## src/common/ipic_pkg.sv

```systemverilog
// IPIC shared definitions

package ipic_pkg;

    // CSR data width
    localparam int IPIC_XLEN = 32;

    // ----------------------------
    // Register map
    // ----------------------------
    typedef enum logic [2:0] {
        IPIC_CISV = 3'd0,   // Current vector in service, read only
        IPIC_RSVD = 3'd1,   // Reserved, reads zero
        IPIC_IPR  = 3'd2,   // Pending lines, read only
        IPIC_ISVR = 3'd3,   // In-service lines, read only
        IPIC_EOI  = 3'd4,   // End of interrupt
        IPIC_SOI  = 3'd5,   // Start of interrupt
        IPIC_IDX  = 3'd6,   // Line select
        IPIC_ICSR = 3'd7    // Selected line control and status
    } ipic_addr_e;

    // ----------------------------
    // ICSR bit positions
    // ----------------------------
    localparam int ICSR_IP      = 0;   // Pending
    localparam int ICSR_IE      = 1;   // Enable
    localparam int ICSR_IM      = 2;   // Mode, 0 level and 1 edge
    localparam int ICSR_INV     = 3;   // Line inversion
    localparam int ICSR_IS      = 4;   // In service
    localparam int ICSR_PRV_LSB = 8;
    localparam int ICSR_PRV_MSB = 9;
    localparam int ICSR_LN_LSB  = 12;  // Line number field start

    localparam logic [1:0] IPIC_PRV_M = 2'd3;  // Machine privilege

    // CSR side request, all strobes in one cycle
    typedef struct packed {
        logic                 r_req;
        logic                 w_req;
        ipic_addr_e           addr;
        logic [IPIC_XLEN-1:0] wdata;
    } ipic_csr_req_t;

    // Decoded write strobes
    typedef struct packed {
        logic eoi;
        logic soi;
        logic idx;
        logic icsr;
    } ipic_wr_sel_t;

    // Status of the line picked by IDX
    typedef struct packed {
        logic ip;
        logic ie;
        logic im;
        logic inv;
        logic is;
    } ipic_line_stat_t;

endpackage

```

## src/ipic_csr_port.sv

```systemverilog
// CSR window decode and read mux
`timescale 1ns/1ps

module ipic_csr_port
    import ipic_pkg::*;
#(
    parameter int NUM_LINES = 16
) (
    input  ipic_csr_req_t                csr_req_i,
    output ipic_wr_sel_t                 wr_sel_o,
    input  logic [$clog2(NUM_LINES)-1:0] idx_i,
    input  logic [NUM_LINES-1:0]         ipr_i,
    input  logic [NUM_LINES-1:0]         isvr_i,
    input  logic [$clog2(NUM_LINES):0]   cisv_i,
    input  ipic_line_stat_t              line_stat_i,
    output logic [IPIC_XLEN-1:0]         rdata_o
);

    localparam int IDX_W = $clog2(NUM_LINES);
    localparam int VEC_W = IDX_W + 1;

    // ----------------------------
    // Write strobes
    // ----------------------------
    always_comb begin
        wr_sel_o = '0;
        if (csr_req_i.w_req) begin
            case (csr_req_i.addr)
                IPIC_EOI:  wr_sel_o.eoi  = 1'b1;
                IPIC_SOI:  wr_sel_o.soi  = 1'b1;
                IPIC_IDX:  wr_sel_o.idx  = 1'b1;
                IPIC_ICSR: wr_sel_o.icsr = 1'b1;
                default:   wr_sel_o      = '0;  // Read only or reserved
            endcase
        end
    end

    // ----------------------------
    // Read data
    // ----------------------------
    always_comb begin
        rdata_o = '0;
        if (csr_req_i.r_req) begin
            case (csr_req_i.addr)
                IPIC_CISV: rdata_o[VEC_W-1:0] = cisv_i;
                IPIC_IPR:  rdata_o = IPIC_XLEN'(ipr_i);
                IPIC_ISVR: rdata_o = IPIC_XLEN'(isvr_i);
                IPIC_IDX:  rdata_o = IPIC_XLEN'(idx_i);
                IPIC_ICSR: begin
                    rdata_o[ICSR_IP]  = line_stat_i.ip;
                    rdata_o[ICSR_IE]  = line_stat_i.ie;
                    rdata_o[ICSR_IM]  = line_stat_i.im;
                    rdata_o[ICSR_INV] = line_stat_i.inv;
                    rdata_o[ICSR_IS]  = line_stat_i.is;
                    // Privilege is fixed to machine
                    rdata_o[ICSR_PRV_MSB:ICSR_PRV_LSB] = IPIC_PRV_M;
                    rdata_o[ICSR_LN_LSB +: IDX_W]      = idx_i;  // Line number
                end
                default:   rdata_o = '0;  // EOI, SOI, reserved
            endcase
        end
    end

endmodule

```

## src/ipic_line_front.sv

```systemverilog
// IRQ line front end
`timescale 1ns/1ps

module ipic_line_front #(
    parameter int NUM_LINES = 16,
    parameter bit SYNC_EN   = 1'b1
) (
    input  logic                 clk,
    input  logic                 rst_n,
    input  logic [NUM_LINES-1:0] irq_lines_i,  // Raw external lines
    input  logic [NUM_LINES-1:0] inv_i,        // Inversion, next value
    output logic [NUM_LINES-1:0] lvl_o,        // Active level per line
    output logic [NUM_LINES-1:0] edge_o        // Line just became active
);

    logic [NUM_LINES-1:0] lines;      // Lines after optional sync
    logic [NUM_LINES-1:0] lines_dly;  // One cycle older copy

    generate
        if (SYNC_EN) begin : g_sync
            logic [NUM_LINES-1:0] sync_q;  // First stage

            always_ff @(posedge clk or negedge rst_n) begin
                if (!rst_n) begin
                    sync_q <= '0;
                    lines  <= '0;
                end else begin
                    sync_q <= irq_lines_i;
                    lines  <= sync_q;
                end
            end
        end else begin : g_nosync
            assign lines = irq_lines_i;  // Lines already in clock domain
        end
    endgenerate

    always_ff @(posedge clk or negedge rst_n) begin
        if (!rst_n) lines_dly <= '0;
        else        lines_dly <= lines;
    end

    assign lvl_o  = lines ^ inv_i;
    // Changed this cycle and now active
    assign edge_o = (lines ^ lines_dly) & lvl_o;

endmodule

```

## src/ipic_line_regs.sv

```systemverilog
// Per-line control and pending registers
`timescale 1ns/1ps

module ipic_line_regs
    import ipic_pkg::*;
#(
    parameter int NUM_LINES = 16
) (
    input  logic                         clk,
    input  logic                         rst_n,
    input  ipic_wr_sel_t                 wr_sel_i,
    input  logic [IPIC_XLEN-1:0]         wdata_i,
    input  logic [NUM_LINES-1:0]         lvl_i,
    input  logic [NUM_LINES-1:0]         edge_i,
    input  logic                         start_i,      // SOI accepted
    input  logic [$clog2(NUM_LINES)-1:0] start_idx_i,  // Line being started
    input  logic [NUM_LINES-1:0]         isvr_i,
    output logic [NUM_LINES-1:0]         inv_next_o,
    output logic [$clog2(NUM_LINES)-1:0] idx_o,
    output logic [NUM_LINES-1:0]         ipr_o,
    output logic [NUM_LINES-1:0]         ier_o,
    output ipic_line_stat_t              line_stat_o
);

    localparam int IDX_W = $clog2(NUM_LINES);

    logic [IDX_W-1:0]     idx_q;
    logic [NUM_LINES-1:0] ipr_q, ier_q, imr_q, iinvr_q;
    logic [NUM_LINES-1:0] ipr_next, ier_next, imr_next, iinvr_next;
    logic [NUM_LINES-1:0] clr_req;  // Pending clear requests

    // ICSR write hits only the selected line
    always_comb begin
        ier_next   = ier_q;
        imr_next   = imr_q;
        iinvr_next = iinvr_q;
        if (wr_sel_i.icsr) begin
            ier_next[idx_q]   = wdata_i[ICSR_IE];
            imr_next[idx_q]   = wdata_i[ICSR_IM];
            iinvr_next[idx_q] = wdata_i[ICSR_INV];
        end
    end

    // ----------------------------
    // Pending update
    // ----------------------------
    always_comb begin
        clr_req = '0;
        if (wr_sel_i.icsr && wdata_i[ICSR_IP]) clr_req[idx_q] = 1'b1;
        if (start_i)                           clr_req[start_idx_i] = 1'b1;
    end

    always_comb begin
        for (int i = 0; i < NUM_LINES; i++) begin
            // Active level line cannot be cleared
            if (clr_req[i] && (!lvl_i[i] || imr_next[i])) ipr_next[i] = 1'b0;
            else if (!imr_q[i])                          ipr_next[i] = lvl_i[i];
            else                                         ipr_next[i] = ipr_q[i] | edge_i[i];
        end
    end

    always_ff @(posedge clk or negedge rst_n) begin
        if (!rst_n) begin
            idx_q   <= '0;
            ipr_q   <= '0;
            ier_q   <= '0;
            imr_q   <= '0;
            iinvr_q <= '0;
        end else begin
            if (wr_sel_i.idx) idx_q <= wdata_i[IDX_W-1:0];
            ipr_q   <= ipr_next;
            ier_q   <= ier_next;
            imr_q   <= imr_next;
            iinvr_q <= iinvr_next;
        end
    end

    assign inv_next_o = iinvr_next;  // Front end sees new inversion at once
    assign idx_o      = idx_q;
    assign ipr_o      = ipr_q;
    assign ier_o      = ier_q;

    assign line_stat_o.ip  = ipr_q[idx_q];
    assign line_stat_o.ie  = ier_q[idx_q];
    assign line_stat_o.im  = imr_q[idx_q];
    assign line_stat_o.inv = iinvr_q[idx_q];
    assign line_stat_o.is  = isvr_i[idx_q];

endmodule

```

## src/ipic_prio_find.sv

```systemverilog
// Lowest set bit search
`timescale 1ns/1ps

module ipic_prio_find #(
    parameter int NUM_LINES = 16
) (
    input  logic [NUM_LINES-1:0]         vec_i,
    output logic                         vd_o,   // Any bit set
    output logic [$clog2(NUM_LINES)-1:0] idx_o   // Lowest set bit
);

    localparam int IDX_W = $clog2(NUM_LINES);

    logic [NUM_LINES-1:0] vd_lvl  [IDX_W+1];              // Valid per tree node
    logic [IDX_W-1:0]     idx_lvl [IDX_W+1][NUM_LINES];   // Index per tree node

    always_comb begin
        for (int l = 0; l <= IDX_W; l++) begin
            vd_lvl[l] = '0;
            for (int j = 0; j < NUM_LINES; j++) idx_lvl[l][j] = '0;
        end
        vd_lvl[0] = vec_i;
        // Pairwise merge, lower half wins
        for (int l = 0; l < IDX_W; l++) begin
            for (int j = 0; j < (NUM_LINES >> (l + 1)); j++) begin
                vd_lvl[l+1][j]     = vd_lvl[l][2*j] | vd_lvl[l][2*j+1];
                idx_lvl[l+1][j]    = vd_lvl[l][2*j] ? idx_lvl[l][2*j] : idx_lvl[l][2*j+1];
                idx_lvl[l+1][j][l] = ~vd_lvl[l][2*j];  // Upper half taken
            end
        end
    end

    assign vd_o  = vd_lvl[IDX_W][0];
    assign idx_o = idx_lvl[IDX_W][0];

endmodule

```

## src/ipic_service.sv

```systemverilog
// In-service tracking and interrupt request
`timescale 1ns/1ps

module ipic_service
    import ipic_pkg::*;
#(
    parameter int NUM_LINES = 16
) (
    input  logic                         clk,
    input  logic                         rst_n,
    input  ipic_wr_sel_t                 wr_sel_i,
    input  logic [NUM_LINES-1:0]         ipr_i,
    input  logic [NUM_LINES-1:0]         ier_i,
    output logic [NUM_LINES-1:0]         isvr_o,
    output logic [$clog2(NUM_LINES):0]   cisv_o,
    output logic                         start_o,
    output logic [$clog2(NUM_LINES)-1:0] start_idx_o,
    output logic                         irq_m_req_o
);

    localparam int               IDX_W     = $clog2(NUM_LINES);
    localparam int               VEC_W     = IDX_W + 1;
    localparam logic [VEC_W-1:0] VOID_VECT = VEC_W'(NUM_LINES);  // Nothing in service

    logic [VEC_W-1:0]     cisv_q;
    logic [NUM_LINES-1:0] isvr_q;
    logic [NUM_LINES-1:0] isvr_eoi;   // ISVR minus current one
    logic                 serv_vd;
    logic [IDX_W-1:0]     serv_idx;
    logic                 req_vd, eoi_vd;
    logic [IDX_W-1:0]     req_idx, eoi_idx;
    logic                 eoi_req;

    assign serv_vd  = ~cisv_q[VEC_W-1];  // Void vector has the top bit set
    assign serv_idx = cisv_q[IDX_W-1:0];

    always_comb begin
        isvr_eoi = isvr_q;
        if (serv_vd) isvr_eoi[serv_idx] = 1'b0;
    end

    // Best pending and enabled line
    ipic_prio_find #(.NUM_LINES(NUM_LINES)) u_req_find (
        .vec_i (ipr_i & ier_i),
        .vd_o  (req_vd),
        .idx_o (req_idx)
    );

    // Outer interrupt to resume on EOI
    ipic_prio_find #(.NUM_LINES(NUM_LINES)) u_eoi_find (
        .vec_i (isvr_eoi),
        .vd_o  (eoi_vd),
        .idx_o (eoi_idx)
    );

    assign irq_m_req_o = req_vd & (~serv_vd | (req_idx < serv_idx));
    assign start_o     = wr_sel_i.soi & irq_m_req_o;
    assign start_idx_o = req_idx;
    assign eoi_req     = wr_sel_i.eoi & serv_vd;  // EOI with nothing in service is ignored

    // ----------------------------
    // CISV and ISVR
    // ----------------------------
    always_ff @(posedge clk or negedge rst_n) begin
        if (!rst_n) begin
            cisv_q <= VOID_VECT;
            isvr_q <= '0;
        end else if (start_o) begin
            cisv_q          <= {1'b0, req_idx};
            isvr_q[req_idx] <= 1'b1;
        end else if (eoi_req) begin
            cisv_q <= eoi_vd ? {1'b0, eoi_idx} : VOID_VECT;
            isvr_q <= isvr_eoi;
        end
    end

    assign isvr_o = isvr_q;
    assign cisv_o = cisv_q;

endmodule

```

## src/ipic_top.sv

```systemverilog
// IPIC top level
`timescale 1ns/1ps

module ipic_top
    import ipic_pkg::*;
#(
    parameter int NUM_LINES = 16,
    parameter bit SYNC_EN   = 1'b1
) (
    input  logic                 clk,
    input  logic                 rst_n,
    input  logic [NUM_LINES-1:0] irq_lines_i,
    input  ipic_csr_req_t        csr_req_i,
    output logic [IPIC_XLEN-1:0] rdata_o,
    output logic                 irq_m_req_o   // Machine external interrupt
);

    localparam int IDX_W = $clog2(NUM_LINES);

    logic [NUM_LINES-1:0] irq_lvl, irq_edge, inv_next;
    logic [NUM_LINES-1:0] ipr, ier, isvr;
    logic [IDX_W-1:0]     idx, start_idx;
    logic [IDX_W:0]       cisv;
    logic                 start;
    ipic_wr_sel_t         wr_sel;
    ipic_line_stat_t      line_stat;

    ipic_line_front #(.NUM_LINES(NUM_LINES), .SYNC_EN(SYNC_EN)) u_front (
        .clk, .rst_n,
        .irq_lines_i (irq_lines_i),
        .inv_i       (inv_next),
        .lvl_o       (irq_lvl),
        .edge_o      (irq_edge)
    );

    ipic_csr_port #(.NUM_LINES(NUM_LINES)) u_csr (
        .csr_req_i   (csr_req_i),
        .wr_sel_o    (wr_sel),
        .idx_i       (idx),
        .ipr_i       (ipr),
        .isvr_i      (isvr),
        .cisv_i      (cisv),
        .line_stat_i (line_stat),
        .rdata_o     (rdata_o)
    );

    ipic_line_regs #(.NUM_LINES(NUM_LINES)) u_regs (
        .clk, .rst_n,
        .wr_sel_i    (wr_sel),
        .wdata_i     (csr_req_i.wdata),
        .lvl_i       (irq_lvl),
        .edge_i      (irq_edge),
        .start_i     (start),
        .start_idx_i (start_idx),
        .isvr_i      (isvr),
        .inv_next_o  (inv_next),
        .idx_o       (idx),
        .ipr_o       (ipr),
        .ier_o       (ier),
        .line_stat_o (line_stat)
    );

    ipic_service #(.NUM_LINES(NUM_LINES)) u_serv (
        .clk, .rst_n,
        .wr_sel_i    (wr_sel),
        .ipr_i       (ipr),
        .ier_i       (ier),
        .isvr_o      (isvr),
        .cisv_o      (cisv),
        .start_o     (start),
        .start_idx_o (start_idx),
        .irq_m_req_o (irq_m_req_o)
    );

endmodule
```

## config.mk

```make
export PLATFORM = sky130hd
export DESIGN_NAME = ipic_top
export DESIGN_NICKNAME = d
export VERILOG_FILES = /design/src/common/ipic_pkg.sv /design/src/ipic_csr_port.sv /design/src/ipic_line_front.sv /design/src/ipic_line_regs.sv /design/src/ipic_prio_find.sv /design/src/ipic_service.sv /design/src/ipic_top.sv
export SDC_FILE = /design/constraint.sdc
export NUM_CORES = 1
export LEC_CHECK = 0
export BUFFER_PORTS_ARGS = -buffer_cell sky130_fd_sc_hd__buf_4
export CELL_PAD_IN_SITES_DETAIL_PLACEMENT = 0
export CELL_PAD_IN_SITES_GLOBAL_PLACEMENT = 2
export CORE_ASPECT_RATIO = 2
export CORE_MARGIN = 1.5
export CORE_UTILIZATION = 42
export DETAILED_ROUTE_END_ITERATION = 10
export GPL_TIMING_DRIVEN = 0
export PLACE_DENSITY = 0.92
export SLEW_MARGIN = 20
export SYNTH_ARGS = -nofsm -noshare
export SYNTH_HDL_FRONTEND = slang
export SYNTH_SLANG_ARGS = --single-unit
```

## constraint.sdc

```tcl
create_clock -name clk -period 7.7 [get_ports clk]
set_input_delay 1.54 -clock clk [delete_from_list [all_inputs] [get_ports clk]]
set_output_delay 1.54 -clock clk [all_outputs]
set_load 0.01 [all_outputs]
```

==> key figures, run 1 <==
Route
  – DRC Markers: 0
  – DRT Pass-1 Iters: 5
  – Drt wl/cell: 23.1 um
  – Antenna viol nets, final: 0
  – Via count: 6596
  – DR iter-0 viols: 363
  – DRT Wirelength: 25.6 mm
  – Via density: 5.94

Final layout
  – Final core occ: 0.493
  – Share of cells above drive strength 1: 0.249
  – Nets@finish: 897
  – Fin area: 0.00946 sq mm
  – Fill cells: 1805
  – P&R area growth vs syn: 15.9%
  – Antenna fix cells: 0

Floorplanning
  – Core area: 0.0192 sq mm
  – Die footprint: 0.0203 sq mm
  – Ports: 88
  – Die width: 102 um
  – Die Span Y: 200 um
  – Initial core utilization: 0.425
  – FP Rows: 72

Timing
  – Final Max Slew Viols: 0
  – Worst slew pin tran: 1.05 ns
  – Setup Viol. Count Final: 0
  – Hold_ws: 0.346 ns
  – Unrepaired setup endpoints after global routing: no
  – Sum Neg Setup Slack: 0 ns
  – Final Hold Vio Count: 0
  – Final setup skew: 0.00743 ns
  – Relative slew slack: 0.294
  – FMAX: 196 MHz
  – Min Tclk post-route: 5.09 ns
  – Final period util: 0.661

Synthesis
  – Synth warn: 0
  – Sequential share of the synthesized area: 0.420
  – Asr flop ratio synth: 1.00
  – Primary FF master, synth: dfrtp_1
  – Mapped Cells: 764
  – Most common cell in the synthesized netlist: dfrtp_1
  – Top cell type's share of synthesized area: 0.417
  – Yosys cell types: 89
  – EDFF count, synth: 0
  – Top cell type by total area after synthesis: dfrtp_1
  – #FFs+latches synth: 137
  – Mapped Area: 0.00816 sq mm
  – Top post-synthesis cells by area: dfrtp_1 (42%), mux4_2 (6.9%), mux2_2 (6.2%), xnor2_1 (3.6%), nor2_1 (2.5%)
  – Syn avg cell area: 10.7 sq um
  – Synth top cells by count: dfrtp_1 (136), nor2_1 (55), nand2_1 (49)

Global routing
  – Global Route Usage Sum: 0.269
  – Largest net degree at the start of global routing: 87
  – Congestion Overflow GR: 0
  – Number of global-route vias before repair: 6767
  – Initial antenna violation count: 1
  – First-pass GRT wire length: 39.5 mm

Pwr
  – Pleak: 3.99 nW
  – PD cells: 302 mW/mm^2
  – Clock Power Share: 0.283
  – Sw Share: 0.386
  – Sequential power share: 0.352
  – VDD IR max: 0.000180 V
  – Comb pwr share: 0.365
  – Design Power: 2.86 mW
  – Cell-internal power: 1.75 mW
  – Net Switching: 1.10 mW

Setup path
  – Critical Path Sink Type: output port
  – CP Data Arrival Time: 3.55 ns
  – Crit path max fanout: 6
  – Worst EP required: 6.16 ns
  – Worst Setup Path Type: flop to output port
  – Crit path launch type: flop

Clocking
  – Clk_lat worst skew: 0.43 ns
  – CTS resizes: 0
  – Clock Pin Slew Worst Setup and Hold Paths: 0.06 ns
  – Hold buffer count at cts: 0
  – Clk buf depth: 2
  – Root Driver: clkbuf_16
  – Htree depth: 4
  – CTS tree: built
  – Post-CTS Setup Bufs: 0
  – Num CTS Buffers: 17
  – Clock tree sinks: 137

Hold path
  – Hold crit path type: flop to flop

Outcome
  – Status: complete, no violations

Placed design
  – Post-DP HPWL: 19.8 mm
  – RePlAce Congestion: 0.974
  – # port buffers: 40
  – Area after DPL: 0.00887 sq mm

Run
  – Maxcap violations: 0
==> flip-flops by register name, summed over array words and instances (netlist names) <==
register / count
u_front.lines: 16
u_regs.idx_o: 4
u_front.g_sync.sync_q: 16
u_serv.isvr_o: 16
u_serv.cisv_o: 5
u_regs.iinvr_q: 16
u_regs.ipr_o: 16
u_regs.imr_q: 16
u_regs.ier_o: 16
u_front.lines_dly: 16
==> worst paths after layout <==
path	from	to	slack [ns]	depth (start not counted)
max in group asynchronous	rst_n	u_front.lines[2]$_DFF_PN0_	5.90	2
hold / removal	u_front.g_sync.sync_q[5]$_DFF_PN0_	u_front.lines[5]$_DFF_PN0_	0.35	0
min in group asynchronous	rst_n	u_front.lines[8]$_DFF_PN0_	1.02	1
hold reg to reg	u_front.g_sync.sync_q[5]$_DFF_PN0_	u_front.lines[5]$_DFF_PN0_	0.35	0
setup / recovery	u_regs.ipr_o[12]$_DFF_PN0_	irq_m_req_o	2.61	9
setup reg to reg	u_regs.ipr_o[2]$_DFF_PN0_	u_regs.ipr_o[14]$_DFF_PN0_	3.89	13
==> kinds of logic (layout without fill, tap and decap cells) <==
kind of cell / after synthesis / after routing / synth area share
compound gates: 183 / 183 / 0.152
mux: 90 / 90 / 0.156
xor+xnor: 40 / 40 / 0.0429
buf+inv: 74 / 147 / 0.0497
flops: 137 / 137 / 0.420
fa+ha+maj: 3 / 3 / 0.00460
other cells: 1 / 16 / 0.000460
simple gates: 236 / 236 / 0.173
==> critical path: stages (launching register included) <==
cell and delay, ns:
dfrtp_1 0.44, a22o_1 0.28, a31oi_1 0.53, o21bai_1 0.13, a21oi_1 0.41, ha_1 0.32, nand3_1 0.18, a21oi_1 0.07
a311oi_1 0.53, buf_4 0.23
==> power by group through the flow <==
stage | Clock [mW] | Sequential, mW | Combinational, mW
6_report | 0.808 | 1.01 | 1.04
5_1_grt | 0.854 | 1.02 | 1.12
3_3_place_gp | 0 | 1.00 | 1.01
4_1_cts | 0.828 | 0.993 | 1.03
2_1_floorplan | 0 | 0.934 | 0.724
3_5_place_dp | 0 | 1.01 | 1.03
==> metal layers <==
layer  track usage  part of all wire
met1         0.258              0.33
met3        0.0586             0.045
met5             0           0.00051
met4         0.235             0.096
met2         0.464              0.53
==> cells in the final DEF (no fill, tap or decap), types with 5 or more instances in the layout <==
master / n
mux2i_1: 18
xnor2_1: 34
clkbuf_1: 18
inv_1: 21
nand4_1: 6
nand2_1: 49
clkbuf_16: 17
o31ai_1: 8
a31oi_1: 10
a22oi_1: 10
nand2b_1: 12
xor2_1: 6
o22ai_1: 5
nor3b_1: 14
o21ai_0: 36
a32oi_1: 5
nor3_4: 5
nor3_1: 23
nand3_1: 13
conb_1: 16
mux2_2: 45
a2111oi_0: 10
a21oi_1: 41
nor3_2: 7
o21ai_1: 6
buf_2: 9
nor2_1: 55
nand3b_1: 5
buf_4: 58
a211oi_1: 7
clkbuf_8: 5
and3b_1: 10
dfrtp_1: 136
mux4_2: 25
a22o_1: 7
==> area by class of cell <==
cell class	instances	area [sq um]	area share
Multi-Input combinational cell	568	4380	0.463
Clock buffer	25	495	0.0524
Clock inverter	7	90.1	0.00952
Tap cell	259	324	0.0343
Timing Repair Buffer	41	335	0.0354
Sequential cell	137	3430	0.363
Inverter	25	98.8	0.0104
Buffer	49	307	0.0324
==> through the flow <==
stage          instances  worst slack (ns)
2_1_floorplan        779              3.43
3_3_place_gp        1078              2.81
3_5_place_dp        1079              2.84
4_1_cts             1111              2.77
5_1_grt             1111              2.61
6_report            1111              2.61
No activity file was read; power rests on OpenSTA's default activity.
==> run 2: changes to the inputs <==
- ABC_AREA: default -> 1
- CORE_UTILIZATION: 42 -> 31
- PLACE_DENSITY: 0.92 -> 0.82
- clock period: 7.7 -> 4.2 ns (I/O delays scaled with it)
==> run 2 against run 1 <==
Worst hold slack worse by 0.035 ns. Clock-buffer cell count down 5. Clock skew increased by 0.0021 ns. Register-to-register slack got worse by 2.4 ns. First-iteration DRC count increased by 64%. Combinational power grew 55%. Cell area down 2.1%. Total power up 72%. Setup slack worse by 2.5 ns. Critical path depth down 1. Critical path type unchanged. Critical endpoint is now rdata_o[2].
==> key figures, run 2 <==
Run
  – Maxcap violations: 0

Pwr
  – Cell-internal power: 2.96 mW
  – Net Switching: 1.97 mW
  – Design Power: 4.93 mW
  – Comb pwr share: 0.326
  – Pleak: 4.49 nW
  – VDD IR max: 0.000232 V
  – Sw Share: 0.399
  – Sequential power share: 0.339
  – Clock Power Share: 0.335
  – PD cells: 532 mW/mm^2

Timing
  – Worst slew pin tran: 1.01 ns
  – Final setup skew: 0.00955 ns
  – Min Tclk post-route: 4.08 ns
  – Final Max Slew Viols: 0
  – Final Hold Vio Count: 0
  – FMAX: 245 MHz
  – Sum Neg Setup Slack: 0 ns
  – Unrepaired setup endpoints after global routing: no
  – Relative slew slack: 0.323
  – Final worst-path setup slack: 0.123 ns
  – Final period util: 0.971
  – Setup Viol. Count Final: 0

Placed design
  – DP Worst Slack: 0.651 ns
  – # port buffers: 43
  – RePlAce Congestion: 0.943
  – Post-DP HPWL: 21.8 mm
  – Dpl cells: 1386

Final layout
  – Commonest non-fill, non-tap cells in the layout: nand2_1 (255), dfrtp_1 (136), inv_1 (111)
  – Nets@finish: 1131
  – Final core occ: 0.378
  – Share of cells above drive strength 1: 0.147
  – Antenna fix cells: 0
  – Commonest non-fill, non-tap cell in the layout: nand2_1
  – Final std cells w/o fill: 1418
  – P&R area growth vs syn: 18.9%
  – Fill cells: 2681

Setup path
  – Family with the most delay on the worst path: buffers and inverters
  – CP Cell Sequence: inv_2 > nand2_2 > clkbuf_1 > o221ai_1 > a22o_1 > o21ai_0 > a21oi_1 > buf_4
  – Critical path buffers and inverters: 3
  – FF-to-FF Start: u_regs.ipr_o[1]$_DFF_PN0_
  – Worst Setup Path Type: flop to output port
  – Setup crit start: u_regs.idx_o[0]$_DFFE_PN0P_
  – Crit path max fanout: 10
  – Slowest-stage cell, CP: clkbuf_1
  – CP Data Arrival Time: 3.24 ns
  – Crit path launch type: flop
  – Critical Path Sink Type: output port
  – Largest stage delay on the critical path: 0.68 ns
  – Worst EP required: 3.36 ns

Global routing
  – First-pass GRT wire length: 42.6 mm
  – Grt met2 use: 0.419
  – Initial antenna violation count: 0
  – Global Route Usage Sum: 0.226
  – Number of global-route vias before repair: 7217
  – Largest net degree at the start of global routing: 83
  – Most Used Layer, Global Route: met2
  – Congestion Overflow GR: 0
  – Met3 usage: 0.0343
  – M1 GR Usage: 0.224

Synthesis
  – Syn avg cell area: 7.83 sq um
  – Primary FF master, synth: dfrtp_1
  – Top cell type's share of synthesized area: 0.437
  – Mapped Area: 0.00779 sq mm
  – Most common cell in the synthesized netlist: nand2_1
  – Synth warn: 0
  – Top cell type by total area after synthesis: dfrtp_1
  – Synth top cells by count: nand2_1 (255), dfrtp_1 (136), inv_1 (111)
  – Sequential share of the synthesized area: 0.440
  – EDFF count, synth: 0
  – #FFs+latches synth: 137
  – Asr flop ratio synth: 1.00
  – Top post-synthesis cells by area: dfrtp_1 (44%), nand2_1 (12%), inv_1 (5.3%), o21ai_0 (4.6%), xor2_1 (3.6%)
  – Yosys cell types: 44
  – Mapped Cells: 995

Floorplanning
  – Die width: 115 um
  – FP Rows: 81
  – Die footprint: 0.0261 sq mm
  – Ports: 88
  – Initial core utilization: 0.318
  – Core area: 0.0245 sq mm
  – Die Span Y: 227 um

Clocking
  – Clk buf depth: 2
  – Clk_lat worst skew: 0.44 ns
  – Post-CTS Setup Bufs: 0
  – CTS resizes: 0
  – Hold buffer count at cts: 0
  – CTS tree: built
  – Num CTS Buffers: 17
  – Root Driver: clkbuf_16
  – Htree depth: 4
  – Clock tree sinks: 137
  – Clock Pin Slew Worst Setup and Hold Paths: 0.06 ns

Route
  – DR iter-0 viols: 597
  – DRC Markers: 0
  – Drt wl/cell: 19.6 um
  – Antenna viol nets, final: 0
  – DRT Pass-1 Iters: 6
  – Via count: 7126
  – DRT Wirelength: 27.8 mm
  – Via density: 5.03

Hold path
  – Hold crit path type: primary input to asynchronous set/reset pin

Outcome
  – Status: complete, no violations
[run 2: cell types whose count changed after synthesis, sizes merged, moves of 25 or more]
cell,delta
inv,+98
mux2,-47
mux4,-25
nand2,+218
nand4,+28
nor3,-29
o21ai,+71
xnor2,-34
xor2,+26
[run 2: layout make-up]
class,count,area (sq um),area share
repair buffers,44,358,0.0386
clock buffers,20,457,0.0493
inverters,123,464,0.0501
clock inverters,12,188,0.0203
multi-input cells,703,3680,0.398
well taps,332,415,0.0448
plain buffers,47,269,0.0290
flip-flops and latches,137,3430,0.370
[run 2: worst paths after layout]
| check | to | slack (ns) | cells past startpoint |
|---|---|---|---|
| setup / recovery | rdata_o[2] | 0.12 | 8 |
| hold / removal | u_front.lines[2]$_DFF_PN0_ | 0.31 | 1 |
| setup reg to reg | u_regs.ipr_o[15]$_DFF_PN0_ | 1.45 | 18 |
| hold reg to reg | u_front.lines[0]$_DFF_PN0_ | 0.35 | 0 |
| max in group asynchronous | u_front.g_sync.sync_q[9]$_DFF_PN0_ | 3.07 | 2 |
| min in group clk | u_front.lines[0]$_DFF_PN0_ | 0.35 | 0 |
[run 2: logic make-up after synthesis]
logic type | after synthesis | synth area share
and+or+nand+nor | 412 | 0.235
AOI/OAI and AO/OA | 240 | 0.189
buffers and inverters | 170 | 0.0941
DFF | 137 | 0.440
xor gates and xnor gates | 32 | 0.0360
adders and majority gates | 3 | 0.00482
other | 1 | 0.000481
[run 2: power by group through the flow]
stage	clock (mW)	sequential (mW)	combinational, mW
after floorplan	0	1.61	1.04
after detailed placement	0	1.69	1.59
after CTS	1.70	1.67	1.59
final	1.65	1.67	1.61
after global routing	1.74	1.69	1.76
after global placement	0	1.69	1.57
[run 2: through the flow]
| stage | area [sq um] | hold WS [ns] |
|---|---|---|
| 4_1_cts | 9260 | 0.320 |
| 3_3_place_gp | 8580 | 0.332 |
| 6_report | 9260 | 0.311 |
| 3_5_place_dp | 8620 | 0.335 |
| 2_1_floorplan | 7850 | 0.331 |
| 5_1_grt | 9260 | 0.337 |
[run 2: layer usage]
layer  part of all wire  wire length, um
met3              0.032              884
met1               0.36             9880
met4              0.075             2090
met5                  0                0
met2               0.54            15000
==> run 3: changes to the inputs <==
- PLACE_DENSITY: 0.82 -> default
- PLACE_DENSITY_LB_ADDON: default -> 0.1
==> run 3 against run 2 <==
Combinational power barely moved. Register-to-register slack got worse by 0.04 ns. First-iteration DRC count fell by 28%. Critical path depth rose by 2. Die area did not move. Maximum frequency rose by 0.67%. Clock skew fell by 0.0017 ns. Global-route usage rose by 0.94 points. Wire length rose by 6.7%. Total power fell by 2.3%.
==> key figures, run 3 (synthesis results as in run 2) <==
Timing
  – Setup Viol. Count Final: 0
  – FMAX: 247 MHz
  – Final Hold Vio Count: 0
  – Unrepaired setup endpoints after global routing: no
  – Final setup skew: 0.00789 ns
  – Sum Neg Setup Slack: 0 ns
  – Relative slew slack: 0.233
  – Hold_ws: 0.346 ns
  – Final Max Slew Viols: 0
  – Min Tclk post-route: 4.05 ns
  – Worst slew pin tran: 1.14 ns
  – Final period util: 0.964

Placed design
  – # port buffers: 43
  – RePlAce Congestion: 0.883
  – Post-DP HPWL: 23.3 mm

Setup path
  – R2r setup slk: 1.41 ns
  – Worst EP required: 3.36 ns
  – Crit-path most repeated cell: buf_2
  – Crit path max fanout: 10
  – Largest stage delay on the critical path: 0.57 ns
  – CP Cell Sequence: nand2_1 > buf_2 > inv_1 > buf_2 > a22oi_1 > o221ai_1 > a22o_1 > o21ai_0 > a21oi_1 > buf_4
  – Reg2Reg Depth: 18
  – Crit path launch type: flop
  – Critical Path Sink Type: output port
  – Slowest-stage cell, CP: dfrtp_1
  – Worst Setup Path Type: flop to output port
  – FF-to-FF Start: u_regs.ipr_o[0]$_DFF_PN0_
  – FF-to-FF End: u_regs.ipr_o[6]$_DFF_PN0_
  – CP Data Arrival Time: 3.21 ns

Floorplanning
  – Die Span Y: 227 um
  – Initial core utilization: 0.318
  – Die footprint: 0.0261 sq mm
  – Ports: 88
  – FP Rows: 81
  – Die width: 115 um
  – Core area: 0.0245 sq mm

Hold path
  – Hold crit path type: flop to flop
  – Hold path depth: 0
  – Hold EP: u_front.lines[13]$_DFF_PN0_
  – Hold_sp: u_front.g_sync.sync_q[13]$_DFF_PN0_

Route
  – Via density: 4.94
  – DRT Wirelength: 29.7 mm
  – DRT Pass-1 Iters: 5
  – DRC Markers: 0
  – DR iter-0 viols: 432
  – Via count: 7007
  – Drt wl/cell: 20.9 um
  – Antenna viol nets, final: 0

Pwr
  – Cell-internal power: 2.81 mW
  – Sequential power share: 0.345
  – Pleak: 4.46 nW
  – Comb pwr share: 0.340
  – Sw Share: 0.417
  – VDD IR max: 0.000241 V
  – Net Switching: 2.01 mW
  – Clock Power Share: 0.315
  – PD cells: 523 mW/mm^2

Final layout
  – Antenna fix cells: 0
  – Nets@finish: 1131
  – Fill cells: 2688
  – Share of cells above drive strength 1: 0.146
  – P&R area growth vs syn: 18.1%
  – Commonest non-fill, non-tap cells in the layout: nand2_1 (255), dfrtp_1 (136), inv_1 (111)
  – Commonest non-fill, non-tap cell in the layout: nand2_1

Run
  – Maxcap violations: 0

Global routing
  – Global Route Usage Sum: 0.236
  – Initial antenna violation count: 0
  – Number of global-route vias before repair: 6996
  – Congestion Overflow GR: 0
  – Largest net degree at the start of global routing: 74
  – First-pass GRT wire length: 43.5 mm

Clocking
  – Root Driver: clkbuf_16
  – Clk_lat worst skew: 0.44 ns
  – Clk buf depth: 2
  – Clock tree sinks: 137
  – Post-CTS Setup Bufs: 0
  – Clock Pin Slew Worst Setup and Hold Paths: 0.06 ns
  – Num CTS Buffers: 17
  – Htree depth: 4
  – CTS resizes: 0
  – CTS tree: built
  – Hold buffer count at cts: 0

Outcome
  – Status: complete, no violations
[run 3: power groups by stage]
stage	Combinational, mW	Clock, mW	Sequential, mW
2_1_floorplan	1.04	0	1.61
3_3_place_gp	1.63	0	1.69
3_5_place_dp	1.64	0	1.68
4_1_cts	1.64	1.55	1.66
5_1_grt	1.79	1.60	1.68
6_report	1.64	1.52	1.66
[run 3: final cells by class]
| class | count | area (sq um) | share of cell area |
|---|---|---|---|
| plain buffers | 47 | 269 | 0.0292 |
| multi-input cells | 703 | 3680 | 0.400 |
| inverters | 123 | 464 | 0.0505 |
| clock inverters | 13 | 148 | 0.0160 |
| clock buffers | 19 | 433 | 0.0471 |
| repair buffers | 44 | 358 | 0.0389 |
| flip-flops and latches | 137 | 3430 | 0.373 |
| well taps | 332 | 415 | 0.0452 |
[run 3: worst max-delay path, delay by kind of cell, from the launching register on]
kind                   cells  cell delay (ns)
AOI/OAI and AO/OA          5             1.01
buffers and inverters      4             0.99
DFF                        1             0.57
and+or+nand+nor            1             0.18
[run 3: worst max-delay path by stage]
stage,slack [ns],from,to
global route,0.07,u_regs.idx_o[0]$_DFFE_PN0P_,rdata_o[4]
CTS,0.08,u_regs.idx_o[0]$_DFFE_PN0P_,rdata_o[2]
finish,0.15,u_regs.idx_o[0]$_DFFE_PN0P_,rdata_o[2]
floorplan,1.38,u_regs.ipr_o[0]$_DFF_PN0_,irq_m_req_o
global placement,0.55,u_regs.idx_o[0]$_DFFE_PN0P_,rdata_o[2]
detailed placement,0.57,u_regs.idx_o[0]$_DFFE_PN0P_,rdata_o[2]
[run 3: layer usage]
metal | up-vias | share of wire | GRT usage | wire [um]
li1 | 3471 | - | - | -
met1 | 3287 | 0.36 | 0.236 | 10600
met2 | 177 | 0.55 | 0.445 | 16400
met3 | 72 | 0.024 | 0.0325 | 704
met4 | 0 | 0.065 | 0.155 | 1930
met5 | - | 0 | 0 | 0
[run 3: stage by stage]
| step | power [mW] | instances | cell area, sq um | utilization | worst slack [ns] |
|---|---|---|---|---|---|
| 4_1_cts | 4.86 | 1418 | 9200 | 0.375 | 0.0761 |
| 2_1_floorplan | 2.66 | 1010 | 7850 | - | 1.38 |
| 5_1_grt | 5.07 | 1418 | 9200 | 0.375 | 0.0695 |
| 6_report | 4.82 | 1418 | 9200 | 0.375 | 0.150 |
| 3_5_place_dp | 3.32 | 1386 | 8620 | 0.351 | 0.574 |
| 3_3_place_gp | 3.31 | 1385 | 8580 | 0.350 | 0.553 |
